`config.mk`:
```
export PLATFORM = sky130hd
export DESIGN_NAME = i_cache
export DESIGN_NICKNAME = d
export VERILOG_FILES = /design/src/rtl/mem_pkg.sv /design/src/rtl/i_cache.sv
export SDC_FILE = /design/constraint.sdc
export NUM_CORES = 1
export LEC_CHECK = 0
export BUFFER_PORTS_ARGS = -buffer_cell sky130_fd_sc_hd__buf_2
export CAP_MARGIN = 10
export CORE_ASPECT_RATIO = 0.7
export CORE_MARGIN = 1.5
export CORE_UTILIZATION = 55
export DETAILED_ROUTE_END_ITERATION = 6
export PLACE_DENSITY = 0.72
export SLEW_MARGIN = 20
export SYNTH_ARGS = -nofsm -noshare
export SYNTH_HDL_FRONTEND = slang
export SYNTH_SLANG_ARGS = --single-unit
```
`constraint.sdc`:
```
create_clock -name clk -period 11.2 [get_ports clk]
set_input_delay 1.12 -clock clk [delete_from_list [all_inputs] [get_ports clk]]
set_output_delay 1.12 -clock clk [all_outputs]
set_load 0.005 [all_outputs]
```
`src/rtl/mem_pkg.sv`:
```
package mem_pkg;

  // bus widths
  localparam int addr_width = 32;
  localparam int data_width = 32;

  // one strobe bit per byte lane
  localparam int strb_width = 4;

  // word memory, 4 KiB
  localparam int mem_words = 1024;

  // word index taken from address bits 11:2
  // higher address bits are ignored, so accesses wrap
  localparam int mem_index_width = 10;

  // cache geometry, one word per line
  localparam int icache_lines = 16;
  localparam int dcache_lines = 16;

  // line index from address bits 5:2
  localparam int line_index_width = 4;

  // tag from address bits 31:6
  localparam int tag_width = 26;

endpackage

```
`src/rtl/i_cache.sv`:
```
`timescale 1ns/1ps

module i_cache (
  input  logic                           clk,
  input  logic                           reset,

  // fetch side
  input  logic [mem_pkg::addr_width-1:0] pc,
  output logic [mem_pkg::data_width-1:0] instruction,
  output logic                           instr_valid,

  // read channel master
  output logic                           arvalid,
  input  logic                           arready,
  output logic [mem_pkg::addr_width-1:0] araddr,
  input  logic                           rvalid,
  output logic                           rready,
  input  logic [mem_pkg::data_width-1:0] rdata
);
  import mem_pkg::*;

  typedef enum logic [1:0] {
    idle,
    request,
    wait_data
  } state_t;

  state_t state;

  logic [tag_width-1:0]  tag_mem  [icache_lines];
  logic [data_width-1:0] data_mem [icache_lines];
  logic [icache_lines-1:0] valid;

  logic [line_index_width-1:0] index;
  logic [tag_width-1:0]        tag;
  logic                        hit;

  logic [addr_width-1:0]       miss_addr;
  logic [line_index_width-1:0] fill_index;
  logic [tag_width-1:0]        fill_tag;

  // lookup on the current pc
  assign index = pc[line_index_width+1:2];
  assign tag   = pc[addr_width-1 -: tag_width];
  assign hit   = valid[index] && (tag_mem[index] == tag);

  assign instruction = data_mem[index];
  assign instr_valid = hit;

  // line being filled
  assign fill_index = miss_addr[line_index_width+1:2];
  assign fill_tag   = miss_addr[addr_width-1 -: tag_width];

  assign arvalid = (state == request);
  assign araddr  = miss_addr;
  assign rready  = (state == wait_data);

  always_ff @(posedge clk) begin
    if (reset) begin
      state <= idle;
    end else begin
      case (state)
        idle: begin
          if (!hit) begin
            state <= request;
          end
        end
        request: begin
          if (arready) begin
            state <= wait_data;
          end
        end
        wait_data: begin
          if (rvalid) begin
            state <= idle;
          end
        end
        default: begin
          state <= idle;
        end
      endcase
    end
  end

  // word-aligned miss address, held through the fill
  always_ff @(posedge clk) begin
    if (state == idle && !hit) begin
      miss_addr <= {pc[addr_width-1:2], 2'b00};
    end
  end

  always_ff @(posedge clk) begin
    if (rvalid && rready) begin
      tag_mem[fill_index]  <= fill_tag;
      data_mem[fill_index] <= rdata;
    end
  end

  always_ff @(posedge clk) begin
    if (reset) begin
      valid <= '0;
    end else if (rvalid && rready) begin
      valid[fill_index] <= 1'b1;
    end
  end

endmodule

```
# After elaboration in Yosys (flattened, before gate mapping)
# Memory sizes are Yosys's and may differ from the RTL's.
# Index checks and enable logic that the tools add are counted.
[classes]
order_cmp = 3
n_eq_ne = 6
mux = 10
bitwise = 1
reduce_logical = 7
[op_table]
columns = ["operator", "count"]
rows = [
  ["$eq A26 B26 Y1", 1],
  ["$or A16 B16 Y16", 1],
  ["$lt A4 B5 Y1 const B", 2],
  ["$mux W2", 3],
  ["$pmux W2 S3", 1],
  ["$bmux W1 S4", 1],
  ["$demux W1 S4", 1],
  ["$ge A4 B1 Y1 const B", 1],
  ["$logic_and A1 B1 Y1", 4],
  ["$mux W1", 4],
  ["$ne A2 B2 Y1 const B", 2],
  ["$reduce_and A3 Y1", 1],
  ["$eq A2 B1 Y1 const B", 1],
  ["$eq A2 B2 Y1 const B", 1],
  ["$logic_not A2 Y1", 1],
  ["$ne A2 B1 Y1 const B", 1],
  ["$logic_not A1 Y1", 1],
]
[totals]
reg_bits = 48
mem_bits_rw = 928
in_bits = 68
output_inout_bits = 67
elab_cells = 32
n_memories = 2
[mem_list]
columns = ["memory", "words", "word_bits", "rd", "rd_clocked_by_memory_dff", "wr", "line_no", "rtl"]
rows = [
  ["data_mem", 16, 32, 1, 0, 1, "i_cache.sv:31", "logic [data_width-1:0] data_mem [icache_lines];"],
  ["tag_mem", 16, 26, 1, 0, 1, "i_cache.sv:30", "logic [tag_width-1:0] tag_mem [icache_lines];"],
]

# Longest topological paths before layout
[logic_depth]
depth_word = 5
depth_mapped = 12
depth_no_buf = 8

# Least setup slack after synthesis
# Ideal clock, no wire load.
[synth_timing]
kind = "input -> register"
start = "in rvalid"
end = "mem data_mem[0][0] (enable)"
setup_ps = 548
arrival_ps = 5539
required_ps = 10652
setup_slack_ps = 5113
path_stages = 3
path_cell_list = "nand2_1 -> or3_1 -> nor3_1"
[synth_via]
elab_chain_len = 3
[synth_lines]
columns = ["item", "line_no", "rtl"]
rows = [
  ["from (decl)", "i_cache.sv:16", "input logic rvalid,"],
  ["$logic_and A1 B1 Y1", "i_cache.sv:93", "if (rvalid && rready) begin"],
  ["$mux W1", "i_cache.sv:93", ""],
  ["$mux W1 (not written as such)", "i_cache.sv:95", "data_mem[fill_index] <= rdata;"],
  ["to (decl)", "i_cache.sv:31", ""],
]
# Every way passes these cells.

# Worst setup path after layout
[layout_timing]
start = "in pc[5] in the netlist's numbering"
end = "out instr_valid"
[layout_via]
elab_chain_len = 3
elab_cells_between_ends = 5
[layout_lines]
columns = ["item", "line_no", "rtl"]
rows = [
  ["from (decl)", "i_cache.sv:8", "input logic [mem_pkg::addr_width-1:0] pc,"],
  ["$mem_v2 Z16 W26 or $bmux W1 S4 (tied branches)", "-", ""],
  ["$eq A26 B26 Y1 or $mux W1 (tied branches)", "i_cache.sv:45", "assign hit = valid[index] && (tag_mem[index] == tag);"],
  ["$logic_and A1 B1 Y1 (*)", "i_cache.sv:45", ""],
  ["to (decl)", "i_cache.sv:10", "output logic instr_valid,"],
]
# Every way passes the cells marked *; elsewhere a longest branch is shown, timed or not. The select of a mux whose other input is x is not followed.

==> flow_summary.json <==
{
  "synthArstFlopShare": 0,
  "maxCapViolCount": 0,
  "cpLargestDelayFamily": "buffers and inverters",
  "floorplan.rows": 79,
  "rsz0062_at_grt": "no",
  "finalPower_mw": 7.45,
  "post_cts_resized": 0,
  "place_ws_ps": 4720,
  "syn_avg_cell_area_um2": 24.0,
  "p_per_area_nw_per_um2": 178,
  "max_stage_delay_ps": 780,
  "final_cell_area_um2": 41800,
  "worst-setup-path-type": "in -> out",
  "post_drt_wl_per_cell_um": 29.1,
  "worstPathCellList": "buf_4 > buf_4 > clkinv_2 > buf_4 > nand2_1 > a21oi_1 > a311oi_1 > xor2_1 > nand4_1 > or4b_1 > inv_1 > buf_2",
  "gp_congestion": 0.744,
  "yosysTopAreaCell": "edfxtp_1",
  "synthCells": 1545,
  "leakage_nw": 13.3,
  "io_pins": 135,
  "clk_latency_ps": 630,
  "synthTopCellsByArea": "edfxtp_1 78%, mux4_2 16%, mux2i_1 1.8%",
  "outcome": "completed",
  "tritoncts": "yes",
  "timing.setup.tns_ps": 0,
  "cts_buffers": 88,
  "worst_slew_pin_slew_ps": 1100,
  "cts.clk_slew.worst_paths_ps": 60,
  "grt_max_degree": 101,
  "path_common_cell": "buf_4",
  "clock_sinks": 976,
  "max-vdd-ir-drop_uv": 114,
  "route.vias.total": 16671,
  "crit_buf_inv": 6,
  "yosysMostFrequentCell": "edfxtp_1",
  "yosys_warnings": 0,
  "syn_to_final_growth_pct": 12.9,
  "synth-seq-cells": 976,
  "drt_iter0_drc": 1784,
  "ant_nets": 0,
  "first_pass_iters": 5,
  "finalClockSkew_ps": 13.4,
  "die_h_um": 220,
  "synth-edff-count": 958,
  "totalWireLength_mm": 78.2,
  "final_layout_size_suffix_gt1_frac": 0.320,
  "max_freq_mhz": 157,
  "dp_hpwl_mm": 39.1,
  "cts_max_level": 3,
  "die_width_um": 313,
  "period_share": 0.568,
  "globalRouteOverflowTotal": 0,
  "worst_slack_ps": 4830,
  "final_nets": 1794,
  "numPortBuffers": 130,
  "grt_pass1_wl_mm": 115,
  "hold_path.class": "reg -> reg",
  "crit_required_ps": 10080,
  "synthDistinctLibCells": 45,
  "initial_core_util": 0.557,
  "min_period_ps": 6370,
  "avgViaCountPerCell": 6.21,
  "slew_violations": 0,
  "synth_common_cells": "958 x edfxtp_1, 261 x mux4_2, 65 x mux2i_1",
  "antenna_found_initial": 2,
  "hold_viol": 0,
  "coreArea_um2": 66500,
  "syn-cell-area_um2": 37000,
  "arrival_ps": 5250,
  "grtUsageTotal": 0.232,
  "setup_viol_count_final": 0,
  "yosysSeqAreaShare": 0.786,
  "drcViolationCount": 0,
  "cts_setup_buffers": 0,
  "hold_buffers": 0,
  "clockBufferDepth": 3,
  "postPlaceCellArea_um2": 38800,
  "cp_slowest_cell": "buf_4",
  "dieArea_um2": 68900,
  "crit_path_max_fanout": 59,
  "start_kind": "input pin",
  "synth_top_area_frac": 0.777,
  "cts-root-buf": "clkbuf_16",
  "slew_headroom": 0.267,
  "grt_pass1_vias": 17173,
  "end_kind": "output port",
  "ys.flop_type": "edfxtp_1"
}
-- report_power, final --
part | internal [mW] | switching, mW | total [mW]
clock network | 1.78 | 1.27 | 3.05
logic | 0.144 | 0.176 | 0.320
registers | 4.04 | 0.0397 | 4.08
total | 5.96 | 1.49 | 7.45
-- placed cells by master, fill, tap and decap left out, drive strengths merged, types with 2 or more instances in the layout --
| master | netlist | routed |
|---|---|---|
| a21oi | 7 | 7 |
| a221oi | 4 | 4 |
| a22o | 3 | 3 |
| a22oi | 6 | 6 |
| and2 | 2 | 2 |
| buf | 44 | 163 |
| bufinv | 0 | 12 |
| clkbuf | 29 | 108 |
| clkinv | 2 | 35 |
| clkinvlp | 0 | 2 |
| conb | 1 | 2 |
| dfxtp | 18 | 18 |
| edfxtp | 958 | 958 |
| inv | 3 | 5 |
| mux2 | 4 | 4 |
| mux2i | 65 | 65 |
| mux4 | 261 | 261 |
| nand2 | 12 | 12 |
| nand2b | 2 | 2 |
| nand4 | 4 | 4 |
| nor2 | 53 | 53 |
| nor2b | 7 | 7 |
| nor3 | 4 | 4 |
| nor4 | 2 | 2 |
| o21ai | 4 | 4 |
| xnor2 | 18 | 18 |
| xor2 | 16 | 16 |
-- cell type report --
class | instances | area [um2]
Tap cell | 891 | 1110
Clock buffer | 108 | 2360
Timing Repair Buffer | 163 | 976
Sequential cell | 976 | 29100
Inverter | 5 | 20.0
Multi-Input combinational cell | 492 | 7660
Antenna cell | 1 | 2.50
Clock inverter | 49 | 559
Fill cell | 4305 | 24700
-- final timing paths --
check / slack, ps / to / depth (start not counted) / startpoint
max: 4830 / instr_valid / 12 / pc[5]
min: 480 / valid[8]$_SDFFE_PP0P_ / 2 / valid[8]$_SDFFE_PP0P_
max reg2reg: 7180 / araddr[28]$_DFFE_PP_ / 8 / tag_mem[15][7]$_DFFE_PP_
min reg2reg: 480 / valid[8]$_SDFFE_PP0P_ / 2 / valid[8]$_SDFFE_PP0P_
-- kinds of logic after synthesis --
group           count (synthesis)  synth area share
compound gates                 32           0.00618
buf+inv                        78            0.0100
simple gates                   94            0.0117
xor+xnor                       34           0.00804
mux                           330             0.177
other cells                     1          0.000101
flops                         976             0.786
-- per-stage QoR --
step	std cells	util	hold WS (ps)
CTS	2682	0.628	474
global placement	2525	0.584	444
global route	2685	0.629	500
finish	2685	0.629	475
floorplan	1546	-	435
detailed placement	2525	0.584	460
-- worst reg2reg max path, delay by kind of cell, from the launching register on --
| family | cells | cell delay, ps |
|---|---|---|
| DFF | 1 | 370 |
| buffers and inverters | 1 | 320 |
| AOI/OAI and AO/OA | 1 | 180 |
| xor gates and xnor gates | 1 | 360 |
| and+or+nand+nor | 3 | 1490 |
| muxes | 2 | 970 |
-- routing by layer --
layer | vias up | wire length, um | track usage
li1 | 6934 | - | -
met1 | 8987 | 32400 | 0.336
met2 | 648 | 39200 | 0.380
met3 | 100 | 5210 | 0.0355
met4 | 2 | 1420 | 0.0565
met5 | - | 13 | 0
-- sequential cells by signal, indices dropped and copies added, names as in the netlist --
| name | flops |
|---|---|
| araddr | 30 |
| data_mem | 512 |
| valid | 16 |
| tag_mem | 416 |
| state | 2 |
Note: power is estimated with default switching activity, not from simulation.
