## src/rtl/mem_pkg.sv

```systemverilog
package mem_pkg;

  // bus widths
  localparam int addr_width = 32;
  localparam int data_width = 32;

  // one strobe bit per byte lane
  localparam int strb_width = 4;

  // word memory, 4 KiB
  localparam int mem_words = 1024;

  // word index taken from address bits 11:2
  // higher address bits are ignored, so accesses wrap
  localparam int mem_index_width = 10;

  // cache geometry, one word per line
  localparam int icache_lines = 16;
  localparam int dcache_lines = 16;

  // line index from address bits 5:2
  localparam int line_index_width = 4;

  // tag from address bits 31:6
  localparam int tag_width = 26;

endpackage

```

## src/rtl/d_cache.sv

```systemverilog
`timescale 1ns/1ps

module d_cache (
  input  logic                           clk,
  input  logic                           reset,

  // load/store side
  input  logic [mem_pkg::addr_width-1:0] address,
  input  logic                           read_enable,
  input  logic                           write_enable,
  input  logic [mem_pkg::data_width-1:0] write_data,
  input  logic [mem_pkg::strb_width-1:0] strb,
  output logic [mem_pkg::data_width-1:0] read_data,
  output logic                           read_valid,
  output logic                           write_ready,

  // read channel master
  output logic                           arvalid,
  input  logic                           arready,
  output logic [mem_pkg::addr_width-1:0] araddr,
  input  logic                           rvalid,
  output logic                           rready,
  input  logic [mem_pkg::data_width-1:0] rdata,

  // write channel master
  output logic                           awvalid,
  input  logic                           awready,
  output logic [mem_pkg::addr_width-1:0] awaddr,
  output logic                           wvalid,
  input  logic                           wready,
  output logic [mem_pkg::data_width-1:0] wdata,
  output logic [mem_pkg::strb_width-1:0] wstrb,
  input  logic                           bvalid,
  output logic                           bready
);
  import mem_pkg::*;

  typedef enum logic [2:0] {
    idle,
    rd_req,
    rd_wait,
    wr_req,
    wr_resp
  } state_t;

  state_t state;

  logic [tag_width-1:0]  tag_mem  [dcache_lines];
  logic [data_width-1:0] data_mem [dcache_lines];
  logic [dcache_lines-1:0] valid;

  logic [line_index_width-1:0] index;
  logic [tag_width-1:0]        tag;
  logic                        hit;

  // request captured when leaving idle
  logic [addr_width-1:0]       req_addr;
  logic [data_width-1:0]       req_data;
  logic [strb_width-1:0]       req_strb;
  logic [line_index_width-1:0] req_index;
  logic [tag_width-1:0]        req_tag;
  logic                        req_hit;

  // lookup on the core address
  assign index = address[line_index_width+1:2];
  assign tag   = address[addr_width-1 -: tag_width];
  assign hit   = valid[index] && (tag_mem[index] == tag);

  // a pending store goes first
  assign read_data  = data_mem[index];
  assign read_valid = read_enable && !write_enable && hit;

  assign req_index = req_addr[line_index_width+1:2];
  assign req_tag   = req_addr[addr_width-1 -: tag_width];
  assign req_hit   = valid[req_index] && (tag_mem[req_index] == req_tag);

  assign arvalid = (state == rd_req);
  assign araddr  = req_addr;
  assign rready  = (state == rd_wait);

  // store is forwarded as written
  assign awvalid = (state == wr_req);
  assign wvalid  = (state == wr_req);
  assign awaddr  = req_addr;
  assign wdata   = req_data;
  assign wstrb   = req_strb;
  assign bready  = (state == wr_resp);

  always_ff @(posedge clk) begin
    if (reset) begin
      state <= idle;
    end else begin
      case (state)
        idle: begin
          // write_ready high means this store just finished
          if (write_enable && !write_ready) begin
            state <= wr_req;
          end else if (read_enable && !write_enable && !hit) begin
            state <= rd_req;
          end
        end
        rd_req: begin
          if (arready) begin
            state <= rd_wait;
          end
        end
        rd_wait: begin
          if (rvalid) begin
            state <= idle;
          end
        end
        wr_req: begin
          if (awready && wready) begin
            state <= wr_resp;
          end
        end
        wr_resp: begin
          if (bvalid) begin
            state <= idle;
          end
        end
        default: begin
          state <= idle;
        end
      endcase
    end
  end

  always_ff @(posedge clk) begin
    if (state == idle) begin
      req_addr <= {address[addr_width-1:2], 2'b00};
      req_data <= write_data;
      req_strb <= strb;
    end
  end

  // line fill on a read miss, byte merge on a store hit
  always_ff @(posedge clk) begin
    if (rvalid && rready) begin
      tag_mem[req_index]  <= req_tag;
      data_mem[req_index] <= rdata;
    end else if (bvalid && bready && req_hit) begin
      for (int i = 0; i < strb_width; i++) begin
        if (req_strb[i]) begin
          data_mem[req_index][8*i +: 8] <= req_data[8*i +: 8];
        end
      end
    end
  end

  always_ff @(posedge clk) begin
    if (reset) begin
      valid <= '0;
    end else if (rvalid && rready) begin
      valid[req_index] <= 1'b1;
    end
  end

  // one-cycle pulse after the b transfer
  always_ff @(posedge clk) begin
    if (reset) begin
      write_ready <= 1'b0;
    end else begin
      write_ready <= bvalid && bready;
    end
  end

endmodule

```

## config.mk

```make
export PLATFORM = sky130hd
export DESIGN_NAME = d_cache
export DESIGN_NICKNAME = d
export VERILOG_FILES = /design/src/rtl/mem_pkg.sv /design/src/rtl/d_cache.sv
export SDC_FILE = /design/constraint.sdc
export NUM_CORES = 1
export LEC_CHECK = 0
export BUFFER_PORTS_ARGS = -buffer_cell sky130_fd_sc_hd__buf_4
export CORE_ASPECT_RATIO = 0.75
export CORE_MARGIN = 2
export CORE_UTILIZATION = 55
export CTS_BUF_LIST = sky130_fd_sc_hd__clkbuf_8 sky130_fd_sc_hd__clkbuf_16
export CTS_CLUSTER_SIZE = 24
export DETAILED_ROUTE_END_ITERATION = 10
export HOLD_SLACK_MARGIN = 0.1
export PLACE_DENSITY_LB_ADDON = 0.15
export SETUP_SLACK_MARGIN = 0.5
export SYNTH_ARGS = -nofsm -noshare
export SYNTH_HDL_FRONTEND = slang
export SYNTH_SLANG_ARGS = --single-unit
```

## constraint.sdc

```tcl
create_clock -name clk -period 6.6 [get_ports clk]
set_clock_uncertainty 0.05 [all_clocks]
set_input_delay 1.32 -clock clk [delete_from_list [all_inputs] [get_ports clk]]
set_output_delay 1.32 -clock clk [all_outputs]
set_load 0.01 [all_outputs]
```

**Word-level counts from Yosys, hierarchy flattened**

Memory sizes are Yosys's and may differ from the RTL's. A register that Yosys moved wholly into a read port is not among the register bits.
Index checks and enable logic that the tools add are counted.

- Register bits: 86
- RAM bits: 928
- Bits of input ports: 109
- Output and inout port bits: 139
- Memories kept: 2

- Magnitude comparators: 3
- Eq/ne operators: 11
- Muxes and demuxes: 36
- Bitwise operators: 5
- Reductions and logical operators: 16

Memory list:

| memory | words | bits a word | rd ports | clocked after Yosys merged registers in | wr ports | RTL line | text |
|---|---|---|---|---|---|---|---|
| data_mem | 16 | 32 | 1 | 0 | 1 | d_cache.sv:49 | `logic [data_width-1:0] data_mem [dcache_lines];` |
| tag_mem | 16 | 26 | 2 | 1 | 1 | d_cache.sv:48 | `logic [tag_width-1:0] tag_mem [dcache_lines];` |

Operators with widths:

| kind | number |
|---|---|
| $eq 26x26->1 | 2 |
| $mux 8 | 4 |
| $mux 1 | 21 |
| $mux 3 | 6 |
| $or 16x16->16 | 1 |
| $pmux 3 s5 | 1 |
| $logic_and 1x1->1 | 11 |
| $lt 4x5->1 const B | 2 |
| $bmux 1 s4 | 2 |
| $eq 3x2->1 const B | 2 |
| $reduce_and 5->1 | 1 |
| $demux 1 s4 | 1 |
| $ge 4x1->1 const B | 1 |
| $mux 4 | 1 |
| $ne 2x1->1 const B | 2 |
| $ne 2x2->1 const B | 2 |
| $or 1x1->1 | 4 |
| $eq 3x1->1 const B | 1 |
| $eq 3x3->1 const B | 1 |
| $logic_not 1->1 | 3 |
| $logic_not 3->1 | 1 |
| $ne 3x3->1 const B | 1 |

**Logic depth before layout (Yosys ltp)**

- Word-level depth: 8
- Gate-level depth with buffers: 13
- Depth with buffers taken out: 8

**Worst setup path after synthesis**

Ideal clock, no wire load.

- Kind: flip-flop to flip-flop
- From: register state[0]
- To: register state[0]
- Setup time: 120 ps
- Arrival time: 6223 ps
- Required time: 6430 ps
- Path slack: 207 ps
- Stages on the path, launching flop included: 6
- Path through: dfxtp_1 -> clkbuf_1 -> nor3_1 -> inv_1 -> o21a_1 -> o31a_1

- Longest elaborated chain between the ends: 3

Ends and longest elaborated chain:

| item | RTL line | text |
|---|---|---|
| start: declaration | d_cache.sv:46 | `state_t state;` |
| start signal: assignment | d_cache.sv:91 | `state <= idle;` |
| start signal: assignment | d_cache.sv:97 | `state <= wr_req;` |
| start signal: assignment | d_cache.sv:99 | `state <= rd_req;` |
| $eq 3x3->1, or another cell as far along | d_cache.sv:93 | `case (state)` |
| $ne 2x2->1 (no source line), or another cell as far along | n/a |  |
| $reduce_and 5->1 (no source line) | n/a |  |

Several ways; a longest one is shown, not always the timed one.
A chain may end at the register's enable or synchronous reset.

**Worst setup path in the final report**

- From: input address[3] in the netlist's numbering
- To: output read_valid

- Longest elaborated chain between the ends: 4

Ends and longest elaborated chain:

| item | RTL line | text |
|---|---|---|
| start: declaration | d_cache.sv:8 | `input logic [mem_pkg::addr_width-1:0] address,` |
| $mem_v2 16x26 / $bmux 1 s4 (equally long branches) | n/a |  |
| $eq 26x26->1 / $mux 1 (equally long branches) | d_cache.sv:67 | `assign hit = valid[index] && (tag_mem[index] == tag);` |
| $logic_and 1x1->1 (*) | d_cache.sv:67 |  |
| $logic_and 1x1->1 (*) | d_cache.sv:71 | `assign read_valid = read_enable && !write_enable && hit;` |
| end: declaration | d_cache.sv:14 | `output logic read_valid,` |

Every way passes the cells marked *; elsewhere a longest branch is shown, timed or not. The select of a mux whose other input is x is not followed.

==> reports/qor.csv <==
metric,value,unit
cts_sinks,1018,
grt_most_used_layer,met1,
worstPathArrival,4510,ps
drc,0,
netlist_area,43300,um^2
ir_worst_vdd,0.306,mV
grt_max_degree,82,
fp.coreArea,78300,um^2
drive_above_1_share,38.2,%
use_met2,40.0,%
total_power,17.6,mW
cts_setup_buffers,0,
rr_worst_depth,9,
syn_inst,2087,
sequentialPowerShare,48.7,%
clk_latency,660,ps
hp-class,reg2reg,
nFillCells,5257,
hpwlAfterDp,66000,um
drt_iter0_drc,3024,
worst_pin_slew,1260,ps
initial_core_util,55.4,%
pwr-share-clk,32.0,%
avgViaCountPerCell,6.56,
pwr-share-comb,19.3,%
yosys_warnings,0,
worst_ep_required_time,5230,ps
cts_made_buffers,97,
ys_types,54,
r2r_slack,1060,ps
clkTransAtPathRegs,60,ps
use_met3,6.52,%
cp-start-kind,input pin,
die_h,247,um
yosys.area.top_type,edfxtp_1,
switching_power,4.82,mW
status,"finished, final reports clean",
finalSetupTns,0,ps
num_vias,22887,
power_density,353,nW/um^2
ys_seq_elements,1018,
path_class,in2out,
die_x,328,um
grt_pass1_vias,22674,
finalWirelength,109000,um
setup_ws,718,ps
hold_buffers,0,
cts-root-buf,clkbuf_16,
async_reset_ff_share,0,%
hold_violations,0,
rows,89,
grt_use_total,27.2,%
antenna_found_initial,0,
worstReg2RegEnd,data_mem[6][29],
hold_depth,2,
leakage,16.2,nW
firstDrtPassIters,6,
fin_crit_sh,89.1,%
cellInternalPower,12.7,mW
grt_setup_unrepaired,no,
min_from,valid[2],
critPathCaptureType,primary output,
setup_violations,0,
synthTopCellsByArea,"edfxtp_1 (69%), mux4_2 (20%), mux2i_1 (1.8%)",
die_area,81100,um^2
synth_edf_count,994,
cts_max_level,3,
nNetsFinal,2471,
swShare,27.5,%
numPortBuffers,241,
finalMaxSlewViolations,0,
synth_top_area_share,68.9,%
stdcell_area,49700,um^2
post_cts_resized,0,
ys.flop_type,edfxtp_1,
met1_usage,41.2,%
period_minus_slack,5880,ps
antenna_left,0,
io_pins,248,
place_area,46500,um^2
pre_cts_ws,812,ps
antenna_cells,0,
relSlewSlack,15.9,%
drv_cap,0,
min_to,valid[2],
syn2layout_area_growth,14.8,%
fmax,170,MHz
cts_tree,done,
crit_fanout,81,
overflow,0,
avgSynthCellArea,20.8,um^2
synth.yosys.seq_area_share,70.0,%
clockBufferDepth,3,
crit_path_start,address[3],
place_congestion,0.913,
grt_pass1_wl,157000,um
post_drt_wl_per_cell,31.2,um
[cells by family after synthesis]
logic type,count (synthesis),share of synthesized area (%)
mux,500,22.6
flops,1018,70.0
buf+inv,164,1.89
xor+xnor,62,1.25
compound gates,82,1.34
simple gates,260,2.92
other cells,1,0.00865
[cells in the mapped netlist, types with 9 or more instances]
| cell | n |
|---|---|
| edfxtp_1 | 994 |
| clkbuf_1 | 47 |
| nand3_1 | 14 |
| mux4_2 | 378 |
| nor2b_1 | 17 |
| xor2_1 | 16 |
| xnor2_1 | 46 |
| a22oi_1 | 12 |
| nor2_1 | 131 |
| nand2_1 | 28 |
| nand4_1 | 14 |
| dfxtp_1 | 24 |
| nor3_1 | 9 |
| a211oi_1 | 10 |
| mux2_2 | 46 |
| a21oi_1 | 12 |
| buf_4 | 38 |
| mux2i_1 | 76 |
| buf_2 | 38 |
| buf_1 | 31 |
[worst max path at each step]
| stage | end | slack (ps) |
|---|---|---|
| 2_1_floorplan | read_data[22] | 680 |
| 3_3_place_gp | read_valid | 840 |
| 3_5_place_dp | read_valid | 810 |
| 4_1_cts | read_valid | 800 |
| 5_1_grt | read_valid | 590 |
| 6_report | read_valid | 720 |
[flip-flops by register name, indices dropped and copies added, names as in the netlist, named ones only]
| name | count |
|---|---|
| data_mem | 512 |
| wstrb | 4 |
| wdata | 32 |
| state | 3 |
| tag_mem | 416 |
| araddr | 30 |
| valid | 16 |
| write_ready | 1 |
[layout by cell type (no fill, tap or decap), types with 6 or more instances in the layout]
cell type   instances
clkinv_1           22
o21ai_0             6
nand3_1            14
a31oi_1             7
a22oi_1            12
clkinvlp_4          8
dfxtp_1            20
nand2b_1            8
inv_1              18
bufinv_16          14
xor2_1             16
a21oi_1            12
nand2_1            27
o22ai_1             8
a211oi_1           10
and3_1              6
edfxtp_1          994
clkinv_2           18
clkbuf_16          97
mux2_2             46
nand4_1            14
nor3_1              8
xnor2_1            46
nor2_1            115
mux2i_1            76
mux4_2            378
buf_4             324
nor2b_1            17
nor2_4             16
[per-stage QoR]
step / std cells / utilization, % / hold slack [ps]
after floorplan: 2090 / - / 402
after CTS: 3487 / 63.5 / 446
final: 3487 / 63.5 / 447
after detailed placement: 3309 / 59.4 / 431
after global placement: 3309 / 59.4 / 413
after global routing: 3487 / 63.5 / 483
[area by class of cell]
| class | instances | area (um^2) | area share (%) |
|---|---|---|---|
| timing repair buffer | 329 | 2510 | 5.05 |
| clock inverter | 79 | 753 | 1.51 |
| sequential | 1018 | 30300 | 61.0 |
| tap | 1046 | 1310 | 2.63 |
| clock buffer | 99 | 2450 | 4.93 |
| inverter | 8 | 31.3 | 0.0629 |
| multi-input combinational | 908 | 12300 | 24.8 |
[layer usage]
metal | wire length, um | share of wire [%]
met4 | 2770 | 2.5
met5 | 0 | 0
met2 | 49500 | 45
met3 | 12000 | 11
met1 | 44700 | 41
[power by group through the flow]
stage	combinational [mW]	sequential, mW	clock (mW)
2_1_floorplan	2.39	8.30	0
3_3_place_gp	3.36	8.66	0
3_5_place_dp	3.38	8.70	0
4_1_cts	3.40	8.56	5.71
5_1_grt	3.57	8.65	5.95
6_report	3.38	8.55	5.62
[critical path, stage by stage]
cell and delay (ps):
buf_8 510, buf_4 700, mux4_2 450, o22ai_1 220
a211oi_1 70, a21oi_1 200, nand4_1 130, nor4_1 290
and4_1 290, buf_4 140
Note: power is estimated with default switching activity, not from simulation.
